<file path="config.mk">
export PLATFORM = sky130hd
export DESIGN_NAME = quad_bram_ctrl
export DESIGN_NICKNAME = d
export VERILOG_FILES = /design/src/design/cnn_types_pkg.sv /design/src/design/cnn_ctrl_pkg.sv /design/src/design/row_fetch_ctrl.sv /design/src/design/scan_sequencer.sv /design/src/design/ce_dispatch.sv /design/src/design/quad_bram_ctrl.sv
export VERILOG_INCLUDE_DIRS = /design/src /design/src/design
export SDC_FILE = /design/constraint.sdc
export NUM_CORES = 1
export LEC_CHECK = 0
export BUFFER_PORTS_ARGS = -buffer_cell sky130_fd_sc_hd__clkbuf_2
export CAP_MARGIN = 20
export CORE_MARGIN = 2
export CORE_UTILIZATION = 38
export DETAILED_ROUTE_END_ITERATION = 16
export PLACE_DENSITY = 0.64
export SLEW_MARGIN = 40
export SYNTH_ARGS = -nofsm -noshare
export SYNTH_HDL_FRONTEND = slang
export SYNTH_SLANG_ARGS = --single-unit
</file>
<file path="constraint.sdc">
create_clock -name clk -period 2.59 [get_ports clk]
set_clock_uncertainty 0.15 [all_clocks]
set_input_delay 0.518 -clock clk [delete_from_list [all_inputs] [get_ports clk]]
set_output_delay 0.518 -clock clk [all_outputs]
set_load 0.02 [all_outputs]
</file>
<file path="src/design/cnn_accel_cfg.svh">
`ifndef CNN_ACCEL_CFG_SVH
`define CNN_ACCEL_CFG_SVH

////////////////////
// Buffer geometry
////////////////////

// Entries per row buffer BRAM
`define BRAM_DEPTH 1024

// Prefetch buffer occupancy width
`define PFB_COUNT_W 10

// Pixel sequence BRAM address width
`define SEQ_ADDR_W 12

////////////////////
// Compute engine array
////////////////////

// Array of AWE blocks
`define NUM_AWE 4

// Engines inside one AWE
`define NUM_CE_PER_AWE 2

// Full length of the engine chain
`define NUM_CE (`NUM_AWE * `NUM_CE_PER_AWE)

////////////////////
// Pixel timing
////////////////////

// Last value of the per-pixel counter, 8 reads per output pixel
`define CYCLE_COUNT 7

// Sequence BRAM read to data valid
`define SEQ_READ_LATENCY 3

`endif

</file>
<file path="src/design/cnn_types_pkg.sv">
`default_nettype none

package cnn_types_pkg;

    `include "cnn_accel_cfg.svh"

    ////////////////////
    // Geometry widths
    ////////////////////

    // Row or column index, sized to the row buffer depth
    typedef logic [$clog2(`BRAM_DEPTH)-1:0] dim_t;

    // Pixel sequence BRAM address
    typedef logic [`SEQ_ADDR_W-1:0] seq_addr_t;

    // Prefetch buffer entries in one fetched row
    typedef logic [`PFB_COUNT_W-1:0] pfb_count_t;

    ////////////////////
    // Timing and engine widths
    ////////////////////

    // Per-pixel cycle counter, runs 0 to CYCLE_COUNT
    typedef logic [$clog2(`CYCLE_COUNT + 1)-1:0] cyc_t;

    // One strobe bit per compute engine
    typedef logic [`NUM_CE-1:0] ce_vec_t;

endpackage

`default_nettype wire

</file>
<file path="src/design/cnn_ctrl_pkg.sv">
`default_nettype none

package cnn_ctrl_pkg;

    ////////////////////
    // Job FSM
    ////////////////////

    // Per-job control of the row scan
    typedef enum logic [2:0] {
        SEQ_IDLE,
        SEQ_FETCH_ROW,
        SEQ_SCAN,
        SEQ_WAIT_FLUSH,
        SEQ_SEND_COMPLETE
    } seq_state_t;

    ////////////////////
    // Fetch FSM
    ////////////////////

    // One input row from request to drained
    typedef enum logic [1:0] {
        FETCH_IDLE,
        FETCH_REQUEST,
        FETCH_WAIT,
        FETCH_DRAIN
    } fetch_state_t;

endpackage

`default_nettype wire

</file>
<file path="src/design/row_fetch_ctrl.sv">
`timescale 1ns/1ps
`default_nettype none

module row_fetch_ctrl
    import cnn_types_pkg::*;
    import cnn_ctrl_pkg::*;
(
    input  logic       clk,
    input  logic       rst,
    input  logic       row_fetch_start,
    input  logic       fetch_ack,
    input  logic       fetch_complete,
    input  pfb_count_t pfb_full_count,
    output logic       fetch_request,
    output logic       fetch_in_progress,
    output logic       pfb_rden,
    output logic       row_ready
);

    fetch_state_t state;

    // Entries left to read out of the prefetch buffer
    pfb_count_t   pfb_count;

    ////////////////////
    // Fetch FSM
    ////////////////////

    always_ff @(posedge clk) begin
        if (rst) begin
            state             <= FETCH_IDLE;
            fetch_request     <= 1'b0;
            fetch_in_progress <= 1'b0;
            pfb_rden          <= 1'b0;
            pfb_count         <= '0;
            row_ready         <= 1'b0;
        end else begin
            // Ready is a single pulse
            row_ready <= 1'b0;
            case (state)
                FETCH_IDLE: begin
                    if (row_fetch_start) begin
                        fetch_request <= 1'b1;
                        state         <= FETCH_REQUEST;
                    end
                end
                FETCH_REQUEST: begin
                    // Request held until the memory side acks
                    if (fetch_ack) begin
                        fetch_request     <= 1'b0;
                        fetch_in_progress <= 1'b1;
                        state             <= FETCH_WAIT;
                    end
                end
                FETCH_WAIT: begin
                    // Row landed in the buffer, start the readout next cycle
                    if (fetch_complete) begin
                        fetch_in_progress <= 1'b0;
                        pfb_count         <= pfb_full_count;
                        pfb_rden          <= 1'b1;
                        state             <= FETCH_DRAIN;
                    end
                end
                FETCH_DRAIN: begin
                    pfb_count <= pfb_count - 1'b1;
                    // Last entry being read this cycle
                    if (pfb_count == pfb_count_t'(1)) begin
                        pfb_rden  <= 1'b0;
                        row_ready <= 1'b1;
                        state     <= FETCH_IDLE;
                    end
                end
                default: begin
                    state <= FETCH_IDLE;
                end
            endcase
        end
    end

endmodule

`default_nettype wire

</file>
<file path="src/design/scan_sequencer.sv">
`timescale 1ns/1ps
`default_nettype none

`include "cnn_accel_cfg.svh"

module scan_sequencer
    import cnn_types_pkg::*;
    import cnn_ctrl_pkg::*;
(
    input  logic      clk,
    input  logic      rst,
    input  logic      job_start,
    input  logic      job_complete_ack,
    input  logic      pipeline_flushed,
    input  dim_t      num_output_cols,
    input  dim_t      num_output_rows,
    input  logic      row_ready,
    output logic      job_accept,
    output logic      job_complete,
    output logic      row_fetch_start,
    output logic      seq_rden,
    output seq_addr_t seq_rdaddr,
    output logic      row_last
);

    seq_state_t state;

    // Job dimensions captured at accept
    dim_t       last_col;
    dim_t       last_row;

    // Scan position
    dim_t       output_col;
    dim_t       output_row;
    cyc_t       cycle_counter;

    logic       pixel_done;
    logic       row_done;

    ////////////////////
    // Scan decode
    ////////////////////

    // Final read of the current pixel
    assign pixel_done = (cycle_counter == cyc_t'(`CYCLE_COUNT));

    // Final read of the current row
    assign row_done   = pixel_done && (output_col == last_col);

    // One sequence read per cycle for the whole row
    assign seq_rden   = (state == SEQ_SCAN);
    assign row_last   = seq_rden && row_done;

    ////////////////////
    // Job FSM
    ////////////////////

    always_ff @(posedge clk) begin
        if (rst) begin
            state           <= SEQ_IDLE;
            job_accept      <= 1'b0;
            job_complete    <= 1'b0;
            row_fetch_start <= 1'b0;
            last_col        <= '0;
            last_row        <= '0;
            output_col      <= '0;
            output_row      <= '0;
            cycle_counter   <= '0;
            seq_rdaddr      <= '0;
        end else begin
            // Strobes default low
            job_accept      <= 1'b0;
            row_fetch_start <= 1'b0;
            case (state)
                SEQ_IDLE: begin
                    if (job_start) begin
                        job_accept      <= 1'b1;
                        last_col        <= num_output_cols;
                        last_row        <= num_output_rows;
                        output_row      <= '0;
                        // First row fetch goes out with the accept
                        row_fetch_start <= 1'b1;
                        state           <= SEQ_FETCH_ROW;
                    end
                end
                SEQ_FETCH_ROW: begin
                    // Buffer drained, row is ready to scan
                    if (row_ready) begin
                        output_col    <= '0;
                        cycle_counter <= '0;
                        seq_rdaddr    <= '0;
                        state         <= SEQ_SCAN;
                    end
                end
                SEQ_SCAN: begin
                    seq_rdaddr <= seq_rdaddr + 1'b1;
                    if (!pixel_done) begin
                        cycle_counter <= cycle_counter + 1'b1;
                    end else begin
                        cycle_counter <= '0;
                        if (!row_done) begin
                            output_col <= output_col + 1'b1;
                        end else if (output_row == last_row) begin
                            // Whole job read out
                            seq_rdaddr <= '0;
                            state      <= SEQ_WAIT_FLUSH;
                        end else begin
                            // Stride one, so one input row per output row
                            seq_rdaddr      <= '0;
                            output_row      <= output_row + 1'b1;
                            row_fetch_start <= 1'b1;
                            state           <= SEQ_FETCH_ROW;
                        end
                    end
                end
                SEQ_WAIT_FLUSH: begin
                    // Engines still busy with the tail of the last row
                    if (pipeline_flushed) begin
                        job_complete <= 1'b1;
                        state        <= SEQ_SEND_COMPLETE;
                    end
                end
                SEQ_SEND_COMPLETE: begin
                    // Complete held through the ack
                    if (job_complete_ack) begin
                        job_complete <= 1'b0;
                        state        <= SEQ_IDLE;
                    end
                end
                default: begin
                    state <= SEQ_IDLE;
                end
            endcase
        end
    end

endmodule

`default_nettype wire

</file>
<file path="src/design/ce_dispatch.sv">
`timescale 1ns/1ps
`default_nettype none

`include "cnn_accel_cfg.svh"

module ce_dispatch
    import cnn_types_pkg::*;
(
    input  logic    clk,
    input  logic    rst,
    input  logic    seq_rden,
    input  logic    row_last,
    output ce_vec_t ce_execute,
    output ce_vec_t next_kernel
);

    // Stages ahead of the engine chain, the chain itself adds the last one
    localparam int PRE_DEPTH = `SEQ_READ_LATENCY - 1;

    logic [PRE_DEPTH-1:0] rden_pipe;
    logic [PRE_DEPTH-1:0] last_pipe;

    ////////////////////
    // Read latency match
    ////////////////////

    always_ff @(posedge clk) begin
        if (rst) begin
            rden_pipe <= '0;
            last_pipe <= '0;
        end else begin
            rden_pipe[0] <= seq_rden;
            last_pipe[0] <= row_last;
            for (int k = 1; k < PRE_DEPTH; k++) begin
                rden_pipe[k] <= rden_pipe[k-1];
                last_pipe[k] <= last_pipe[k-1];
            end
        end
    end

    ////////////////////
    // Engine chain
    ////////////////////

    // Engine 0 sees BRAM data, each later engine one cycle behind
    always_ff @(posedge clk) begin
        if (rst) begin
            ce_execute  <= '0;
            next_kernel <= '0;
        end else begin
            ce_execute  <= {ce_execute[`NUM_CE-2:0], rden_pipe[PRE_DEPTH-1]};
            next_kernel <= {next_kernel[`NUM_CE-2:0], last_pipe[PRE_DEPTH-1]};
        end
    end

endmodule

`default_nettype wire

</file>
<file path="src/design/quad_bram_ctrl.sv">
`timescale 1ns/1ps
`default_nettype none

module quad_bram_ctrl
    import cnn_types_pkg::*;
(
    input  logic       clk,
    input  logic       rst,
    input  logic       job_start,
    output logic       job_accept,
    output logic       job_complete,
    input  logic       job_complete_ack,
    input  dim_t       num_output_cols,
    input  dim_t       num_output_rows,
    output logic       fetch_request,
    input  logic       fetch_ack,
    output logic       fetch_in_progress,
    input  logic       fetch_complete,
    input  pfb_count_t pfb_full_count,
    output logic       pfb_rden,
    output logic       seq_rden,
    output seq_addr_t  seq_rdaddr,
    output ce_vec_t    ce_execute,
    output ce_vec_t    next_kernel,
    input  logic       pipeline_flushed
);

    // Sequencer to fetch side
    logic row_fetch_start;
    logic row_ready;

    // Last read of a row, toward the engines
    logic row_last;

    ////////////////////
    // Input side
    ////////////////////

    row_fetch_ctrl u_row_fetch_ctrl (
        .clk               (clk),
        .rst               (rst),
        .row_fetch_start   (row_fetch_start),
        .fetch_ack         (fetch_ack),
        .fetch_complete    (fetch_complete),
        .pfb_full_count    (pfb_full_count),
        .fetch_request     (fetch_request),
        .fetch_in_progress (fetch_in_progress),
        .pfb_rden          (pfb_rden),
        .row_ready         (row_ready)
    );

    ////////////////////
    // Job and scan
    ////////////////////

    scan_sequencer u_scan_sequencer (
        .clk              (clk),
        .rst              (rst),
        .job_start        (job_start),
        .job_complete_ack (job_complete_ack),
        .pipeline_flushed (pipeline_flushed),
        .num_output_cols  (num_output_cols),
        .num_output_rows  (num_output_rows),
        .row_ready        (row_ready),
        .job_accept       (job_accept),
        .job_complete     (job_complete),
        .row_fetch_start  (row_fetch_start),
        .seq_rden         (seq_rden),
        .seq_rdaddr       (seq_rdaddr),
        .row_last         (row_last)
    );

    ////////////////////
    // Engine strobes
    ////////////////////

    ce_dispatch u_ce_dispatch (
        .clk         (clk),
        .rst         (rst),
        .seq_rden    (seq_rden),
        .row_last    (row_last),
        .ce_execute  (ce_execute),
        .next_kernel (next_kernel)
    );

endmodule

`default_nettype wire

</file>
==> metrics.txt, run 1 <==
# TYPE chip_impl_metric gauge
chip_impl_info{name="result_of_the_run",value="complete, no violations"} 1
chip_impl_info{name="critical_path.startpoint_type",value="register"} 1
chip_impl_info{name="worst-setup-path-type",value="reg -> out"} 1
chip_impl_metric{name="multi_input_gate_area_in_the_final_layout",unit="sq um"} 2490
chip_impl_metric{name="globalplace.congestion",unit=""} 0.820
chip_impl_metric{name="ys_async_sr_fraction",unit="%"} 0
chip_impl_metric{name="num_antenna_cells",unit=""} 0
chip_impl_metric{name="drive_gt1_share",unit="%"} 19.1
chip_impl_metric{name="setup_viol",unit=""} 0
chip_impl_info{name="crit_slowest_cell",value="sky130_fd_sc_hd__dfxtp_1"} 1
chip_impl_metric{name="synth-seq-cells",unit=""} 97
chip_impl_metric{name="floorplan.die_area",unit="sq um"} 13200
chip_impl_info{name="path_cells",value="nand2_2 -> inv_1 -> clkbuf_2"} 1
chip_impl_metric{name="clock_latency",unit="ns"} 0.34
chip_impl_metric{name="clock_buffer_depth",unit=""} 2
chip_impl_metric{name="net_count_after_synthesis",unit=""} 602
chip_impl_metric{name="start_util",unit="%"} 39.0
chip_impl_metric{name="die_height",unit="um"} 115
chip_impl_metric{name="final_period_minus_worst_setup_slack",unit="ns"} 2.36
chip_impl_metric{name="synth_top_area_share",unit="%"} 41.5
chip_impl_metric{name="quantity_of_hold_fixing_buffers_added_after_cts",unit=""} 0
chip_impl_metric{name="postSynthAreaPerCell",unit="sq um"} 8.46
chip_impl_metric{name="die_width",unit="um"} 115
chip_impl_metric{name="cts.repair.resized",unit=""} 0
chip_impl_metric{name="place.detailed.instances",unit=""} 750
chip_impl_metric{name="total_routed_wirelength",unit="mm"} 11.0
chip_impl_metric{name="grt_use_met1",unit="%"} 23.9
chip_impl_metric{name="number_of_stages_on_the_worst_hold_path",unit=""} 3
chip_impl_metric{name="route.detailed.drc",unit=""} 0
chip_impl_metric{name="cts_num_sinks",unit=""} 97
chip_impl_metric{name="via_count",unit=""} 4175
chip_impl_metric{name="timing.final.ws_setup",unit="ns"} 0.229
chip_impl_metric{name="post_dp_hpwl",unit="mm"} 7.90
chip_impl_info{name="hp-start",value="num_output_rows[5]"} 1
chip_impl_metric{name="slew_headroom",unit="%"} 58.3
chip_impl_metric{name="core_area",unit="sq um"} 12000
chip_impl_info{name="synth_largest_area_cell",value="sky130_fd_sc_hd__dfxtp_1"} 1
chip_impl_metric{name="ios",unit=""} 71
chip_impl_metric{name="design.final.nets",unit=""} 662
chip_impl_metric{name="num_rows",unit=""} 40
chip_impl_metric{name="number_of_global_route_vias_before_repair",unit=""} 3892
chip_impl_metric{name="max_freq",unit="MHz"} 424
chip_impl_metric{name="detailedRoute.firstIterationViolations",unit=""} 230
chip_impl_metric{name="clk_pin_slew_worst_paths",unit="ns"} 0.07
chip_impl_info{name="grt_setup_unrepaired",value="false"} 1
chip_impl_metric{name="maximum_number_of_pins_on_one_net_before_global_route_repair",unit=""} 59
chip_impl_metric{name="grt_first_pass_wirelength",unit="mm"} 18.7
chip_impl_metric{name="register_area",unit="sq um"} 1940
chip_impl_metric{name="reg2reg_setup_slack",unit="ns"} 0.40
chip_impl_metric{name="leakage",unit="uW"} 0.00211
chip_impl_metric{name="worst_r2r_path_depth",unit=""} 5
chip_impl_info{name="yosys-top-cells-area",value="sky130_fd_sc_hd__dfxtp_1, sky130_fd_sc_hd__nand2_1, sky130_fd_sc_hd__a21oi_1"} 1
chip_impl_metric{name="hold_ws",unit="ns"} 0.249
chip_impl_metric{name="min_period_over_period",unit="%"} 91.2
chip_impl_metric{name="synthAdderAreaFrac",unit="%"} 2.94
chip_impl_metric{name="final.setup.tns",unit="ns"} 0
chip_impl_info{name="cts_tree",value="yes"} 1
chip_impl_metric{name="complex_gate_fraction_of_the_synthesized_area",unit="%"} 17.2
chip_impl_info{name="crit_family",value="flip-flops"} 1
chip_impl_info{name="timing.critical_path.to_type",value="output pin"} 1
chip_impl_info{name="grt_busiest_layer",value="met2"} 1
chip_impl_metric{name="register_area_share_after_synthesis",unit="%"} 41.5
chip_impl_info{name="yosys.cell_count.top_type",value="sky130_fd_sc_hd__dfxtp_1"} 1
chip_impl_metric{name="synth_xor_area_share",unit="%"} 4.83
chip_impl_metric{name="required",unit="ns"} 1.92
chip_impl_metric{name="critical_path_peak_fanout",unit=""} 12
chip_impl_metric{name="worstMarginPinSlew",unit="ns"} 0.625
chip_impl_metric{name="grt_remaining_overflow",unit=""} 0
chip_impl_metric{name="place_ws",unit="ns"} 0.436
chip_impl_metric{name="worstPathArrival",unit="ns"} 1.69
chip_impl_metric{name="fill_cells",unit=""} 1181
chip_impl_info{name="end_of_the_worst_register_to_register_path",value="u_scan_sequencer.output_row[0]"} 1
chip_impl_metric{name="post_layout_nonfiller_instances",unit=""} 766
chip_impl_info{name="synthFlopType",value="sky130_fd_sc_hd__dfxtp_1"} 1
chip_impl_metric{name="synth.cell_area",unit="sq um"} 4680
chip_impl_metric{name="cts_setup_buffers",unit=""} 0
chip_impl_metric{name="drt_first_pass_iters",unit=""} 4
chip_impl_metric{name="post_synth_inst_count",unit=""} 554
chip_impl_info{name="whs_endpoint",value="u_scan_sequencer.last_row[5]"} 1
chip_impl_metric{name="cts-htree-levels",unit=""} 3
chip_impl_metric{name="area_delta_synth_final",unit="%"} 16.3
chip_impl_metric{name="port_buffers",unit=""} 70
chip_impl_metric{name="crit_path_max_incr_delay",unit="ns"} 0.60
chip_impl_metric{name="mux_contribution_to_synthesized_area",unit="%"} 1.42
chip_impl_metric{name="vdd.ir_drop.worst",unit="mV"} 0.331
chip_impl_metric{name="p_per_area",unit="nW/um^2"} 726
chip_impl_metric{name="grt_util_met3",unit="%"} 3.06
chip_impl_metric{name="ys.warnings.count",unit=""} 0
chip_impl_metric{name="maxCapViolations",unit=""} 0
chip_impl_metric{name="route.detailed.vias_per_inst",unit=""} 5.45
chip_impl_metric{name="final_max_slew_viol_count",unit=""} 0
chip_impl_info{name="cts_root_buf",value="sky130_fd_sc_hd__clkbuf_16"} 1
chip_impl_metric{name="hold_viol",unit=""} 0
chip_impl_metric{name="ant_nets",unit=""} 0
chip_impl_info{name="most_frequent_cells_after_synthesis",value="sky130_fd_sc_hd__dfxtp_1, sky130_fd_sc_hd__nand2_1, sky130_fd_sc_hd__a21oi_1"} 1
chip_impl_metric{name="synth_cell_types",unit=""} 58
chip_impl_metric{name="synth_enable_flop_cells",unit=""} 0
chip_impl_info{name="startpoint_of_the_lowest_slack_register_to_register_path",value="u_scan_sequencer.output_col[6]"} 1
chip_impl_metric{name="synth-simple-area-share",unit="%"} 26.6
chip_impl_metric{name="routedWlPerCell",unit="um"} 14.4
chip_impl_info{name="worst_hold_path_type",value="in -> reg"} 1
chip_impl_metric{name="global_route.usage.total",unit="%"} 17.7
chip_impl_metric{name="cts-buffers-inserted",unit=""} 9
chip_impl_metric{name="global_route.usage.met2",unit="%"} 27.7
chip_impl_metric{name="worst-path-buf-inv",unit=""} 2
chip_impl_metric{name="antenna_found_initial",unit=""} 0
chip_impl_info{name="dominant_combinational_cell_family_by_area_after_synthesis",value="simple AND/OR/NAND/NOR gates"} 1
worst max path at each step:
| stage | cells past startpoint | from | slack (ns) | to |
|---|---|---|---|---|
| after floorplan | 7 | u_row_fetch_ctrl.state[0] | 0.61 | u_row_fetch_ctrl.pfb_count[8] |
| after global placement | 5 | u_scan_sequencer.output_col[3] | 0.50 | u_scan_sequencer.output_row[0] |
| after detailed placement | 5 | u_scan_sequencer.output_col[6] | 0.44 | u_scan_sequencer.output_row[0] |
| after CTS | 3 | u_scan_sequencer.state[1] | 0.23 | seq_rden |
| after global routing | 4 | u_scan_sequencer.state[0] | 0.09 | seq_rden |
| final | 3 | u_scan_sequencer.state[1] | 0.23 | seq_rden |
metrics by stage:
step           cell area (sq um)  total power [uW]  util, %
2_1_floorplan               4680              2400        -
3_3_place_gp                5150              2630     42.9
3_5_place_dp                5150              2660     42.9
4_1_cts                     5450              4000     45.3
5_1_grt                     5450              4200     45.3
6_report                    5450              3960     45.3
worst min-delay path, stage by stage:
cell and delay [ns]:
sky130_fd_sc_hd__clkbuf_2 0.08, sky130_fd_sc_hd__nand2_1 0.04, sky130_fd_sc_hd__a21oi_1 0.05
cells in the final DEF (no fill, tap or decap), drive strengths merged, types with 7 or more instances in the layout:
cell type / count
and3: 7
nand3: 19
nor2: 32
nand2: 81
ha: 11
dfxtp: 97
nand4: 10
xor2: 11
o21ai: 18
xnor2: 14
buf: 15
or3: 9
clkbuf: 80
nor3: 11
nor4: 8
a31oi: 29
nor2b: 24
a21oi: 41
inv: 20
metal layers:
layer  vias to the layer above  share of wire, %
met5                         -                 0
met4                         0               2.1
met3                        18               5.1
met2                       110                45
met1                      1975                48
li1                       2072                 -
kinds of logic (layout without fill, tap and decap cells):
logic type | count (synthesis) | count (layout)
compound gates | 128 | 128
simple gates | 232 | 232
fa+ha+maj | 11 | 11
buf+inv | 55 | 120
xor+xnor | 25 | 25
flops | 97 | 97
mux | 6 | 6
sequential cells by signal, indices dropped and copies added, names as in the netlist, 2 cells and up:
name / flops
u_ce_dispatch.ce_execute: 8
u_ce_dispatch.last_pipe: 2
u_ce_dispatch.next_kernel: 8
u_ce_dispatch.rden_pipe: 2
u_row_fetch_ctrl.pfb_count: 10
u_row_fetch_ctrl.state: 2
u_scan_sequencer.cycle_counter: 3
u_scan_sequencer.last_col: 10
u_scan_sequencer.last_row: 10
u_scan_sequencer.output_col: 10
u_scan_sequencer.output_row: 10
u_scan_sequencer.seq_rdaddr: 12
u_scan_sequencer.state: 3
layout make-up:
cell class                 count  area share, %
clock buffer                  10           4.20
sequential                    97           35.7
clock inverter                 6           1.24
tap                          147           3.38
multi-input combinational    402           45.7
timing repair buffer          85           8.50
inverter                      19           1.31
where the power goes:
group / total [uW] / switching, uW / internal [uW] / leakage [uW]
clock: 1330 / 575 / 752 / 0.000139
sequential: 1730 / 120 / 1610 / 0.000786
combinational: 900 / 520 / 381 / 0.00119
total: 3960 / 1210 / 2740 / 0.00211
(Power assumes the default switching activity.)
==> run 2, diff against run 1 <==
Settings changed: MAX_ROUTING_LAYER from default to met4.
==> metrics.txt, run 2 (synthesis gave the netlist of run 1 again) <==
# TYPE chip_impl_metric gauge
chip_impl_metric{name="globalplace.congestion",unit=""} 0.833
chip_impl_metric{name="worstMarginPinSlew",unit="ns"} 0.630
chip_impl_metric{name="ios",unit=""} 71
chip_impl_metric{name="drive_gt1_share",unit="%"} 19.1
chip_impl_metric{name="p_per_area",unit="nW/um^2"} 726
chip_impl_info{name="timing.critical_path.to_type",value="output pin"} 1
chip_impl_metric{name="cts_num_sinks",unit=""} 97
chip_impl_metric{name="switching_share",unit="%"} 30.6
chip_impl_metric{name="floorplan.die_area",unit="sq um"} 13200
chip_impl_metric{name="design.final.nets",unit=""} 662
chip_impl_metric{name="timing.final.ws_setup",unit="ns"} 0.239
chip_impl_info{name="cts_tree",value="yes"} 1
chip_impl_info{name="grt_setup_unrepaired",value="false"} 1
chip_impl_info{name="max_flop_register",value="u_scan_sequencer.seq_rdaddr"} 1
chip_impl_metric{name="post_dp_hpwl",unit="mm"} 7.90
chip_impl_metric{name="via_count",unit=""} 4181
chip_impl_metric{name="clock_buffer_depth",unit=""} 2
chip_impl_metric{name="setup_viol",unit=""} 0
chip_impl_metric{name="hold_viol",unit=""} 0
chip_impl_metric{name="num_antenna_cells",unit=""} 0
chip_impl_metric{name="power_frac_comb",unit="%"} 22.8
chip_impl_metric{name="cts-htree-levels",unit=""} 3
chip_impl_metric{name="cts.repair.resized",unit=""} 0
chip_impl_metric{name="leakage",unit="uW"} 0.00211
chip_impl_metric{name="grt_util_met3",unit="%"} 2.85
chip_impl_metric{name="place_ws",unit="ns"} 0.436
chip_impl_metric{name="clk_pin_slew_worst_paths",unit="ns"} 0.07
chip_impl_metric{name="seq_power_share",unit="%"} 43.7
chip_impl_metric{name="maxCapViolations",unit=""} 0
chip_impl_metric{name="total_routed_wirelength",unit="mm"} 11.0
chip_impl_metric{name="area_delta_synth_final",unit="%"} 16.3
chip_impl_metric{name="routedWlPerCell",unit="um"} 14.3
chip_impl_metric{name="clock_latency",unit="ns"} 0.34
chip_impl_metric{name="slew_headroom",unit="%"} 58.0
chip_impl_info{name="cts_root_buf",value="sky130_fd_sc_hd__clkbuf_16"} 1
chip_impl_metric{name="num_rows",unit=""} 40
chip_impl_metric{name="route.detailed.vias_per_inst",unit=""} 5.46
chip_impl_metric{name="stdcell_area",unit="sq um"} 5450
chip_impl_metric{name="detailedRoute.firstIterationViolations",unit=""} 219
chip_impl_metric{name="cts_setup_buffers",unit=""} 0
chip_impl_metric{name="grt_first_pass_wirelength",unit="mm"} 18.7
chip_impl_metric{name="grt_remaining_overflow",unit=""} 0
chip_impl_metric{name="die_height",unit="um"} 115
chip_impl_metric{name="grt_use_met1",unit="%"} 24.2
chip_impl_metric{name="cell_area_after_placement",unit="sq um"} 5150
chip_impl_metric{name="min_period_over_period",unit="%"} 90.8
chip_impl_metric{name="critical_path_peak_fanout",unit=""} 12
chip_impl_metric{name="number_of_global_route_vias_before_repair",unit=""} 3889
chip_impl_metric{name="max_freq",unit="MHz"} 425
chip_impl_metric{name="final_period_minus_worst_setup_slack",unit="ns"} 2.35
chip_impl_info{name="result_of_the_run",value="complete, no violations"} 1
chip_impl_metric{name="ant_nets",unit=""} 0
chip_impl_metric{name="vdd.ir_drop.worst",unit="mV"} 0.330
chip_impl_metric{name="start_util",unit="%"} 39.0
chip_impl_metric{name="reg2reg_setup_slack",unit="ns"} 0.40
chip_impl_metric{name="drt_first_pass_iters",unit=""} 5
chip_impl_info{name="final_cell_mix",value="sky130_fd_sc_hd__dfxtp_1, sky130_fd_sc_hd__nand2_1, sky130_fd_sc_hd__clkbuf_2, sky130_fd_sc_hd__a21oi_1, sky130_fd_sc_hd__nor2_1"} 1
chip_impl_metric{name="route.detailed.drc",unit=""} 0
chip_impl_metric{name="fill_cells",unit=""} 1181
chip_impl_metric{name="die_width",unit="um"} 115
chip_impl_metric{name="required",unit="ns"} 1.92
chip_impl_metric{name="share_clk_of_total_power",unit="%"} 33.5
chip_impl_metric{name="worstPathArrival",unit="ns"} 1.68
chip_impl_metric{name="port_buffers",unit=""} 70
chip_impl_info{name="worst-setup-path-type",value="reg -> out"} 1
chip_impl_metric{name="quantity_of_hold_fixing_buffers_added_after_cts",unit=""} 0
chip_impl_metric{name="cts-buffers-inserted",unit=""} 9
chip_impl_info{name="commonest_non_fill_non_tap_cell_in_the_layout",value="sky130_fd_sc_hd__dfxtp_1"} 1
chip_impl_metric{name="maximum_number_of_pins_on_one_net_before_global_route_repair",unit=""} 59
chip_impl_info{name="critical_path.startpoint_type",value="register"} 1
chip_impl_metric{name="antenna_found_initial",unit=""} 0
chip_impl_metric{name="core_area",unit="sq um"} 12000
chip_impl_info{name="worst_hold_path_type",value="in -> reg"} 1
chip_impl_metric{name="final.setup.tns",unit="ns"} 0
chip_impl_metric{name="power.net_switching",unit="uW"} 1210
chip_impl_metric{name="final_max_slew_viol_count",unit=""} 0
chip_impl_metric{name="largest_register_ff_count",unit=""} 12
chip_impl_metric{name="global_route.usage.total",unit="%"} 18.2
chip_impl_info{name="grt_busiest_layer",value="met2"} 1
chip_impl_metric{name="global_route.usage.met2",unit="%"} 27.6
chip_impl_metric{name="int_power",unit="uW"} 2740
==> run 2: cell counts in the layout (fill, tap and decap cells not counted) <==
Identical to the previous run, type by type.
==> run 2: metrics by stage <==
step | hold slack (ns) | util [%] | power (uW) | instances
2_1_floorplan | 0.264 | - | 2400 | 554
3_3_place_gp | 0.272 | 42.9 | 2630 | 750
3_5_place_dp | 0.281 | 42.9 | 2660 | 750
4_1_cts | 0.240 | 45.3 | 4000 | 766
5_1_grt | 0.242 | 45.3 | 4200 | 766
6_report | 0.251 | 45.3 | 3950 | 766
==> run 2: power by group through the flow <==
| stage | clock network, uW | registers, uW | logic (uW) |
|---|---|---|---|
| after global routing | 1440 | 1740 | 1020 |
| after floorplan | 0 | 1740 | 657 |
| after detailed placement | 0 | 1760 | 906 |
| after CTS | 1360 | 1730 | 910 |
| final | 1330 | 1730 | 900 |
| after global placement | 0 | 1750 | 880 |
==> run 2: worst paths after layout <==
path                                        from                        endpoint  cells after the start
setup / recovery       u_scan_sequencer.state[1]                        seq_rden                      3
hold / removal                num_output_cols[9]    u_scan_sequencer.last_col[9]                      3
setup reg to reg  u_scan_sequencer.output_col[6]  u_scan_sequencer.output_row[0]                      5
hold reg to reg       u_ce_dispatch.last_pipe[1]    u_ce_dispatch.next_kernel[0]                      1
==> run 2: routing by layer <==
layer | part of all wire [%] | up-vias
met4 | 2.1 | 0
met5 | 0 | -
met3 | 5.0 | 19
met1 | 48 | 1969
met2 | 45 | 122
li1 | - | 2071
==> run 2: cell type report <==
type / instances / area, sq um / share of cell area, %
clock buffers: 10 / 229 / 4.20
clock inverters: 6 / 67.6 / 1.24
inverters: 19 / 71.3 / 1.31
multi-input cells: 402 / 2490 / 45.7
flip-flops and latches: 97 / 1940 / 35.7
well taps: 147 / 184 / 3.38
repair buffers: 85 / 463 / 8.50
==> run 2: critical path: stages, from the launching register on <==
cell and delay [ns]:
sky130_fd_sc_hd__dfxtp_1 0.60, sky130_fd_sc_hd__nand2_2 0.24, sky130_fd_sc_hd__inv_1 0.28, sky130_fd_sc_hd__clkbuf_2 0.23
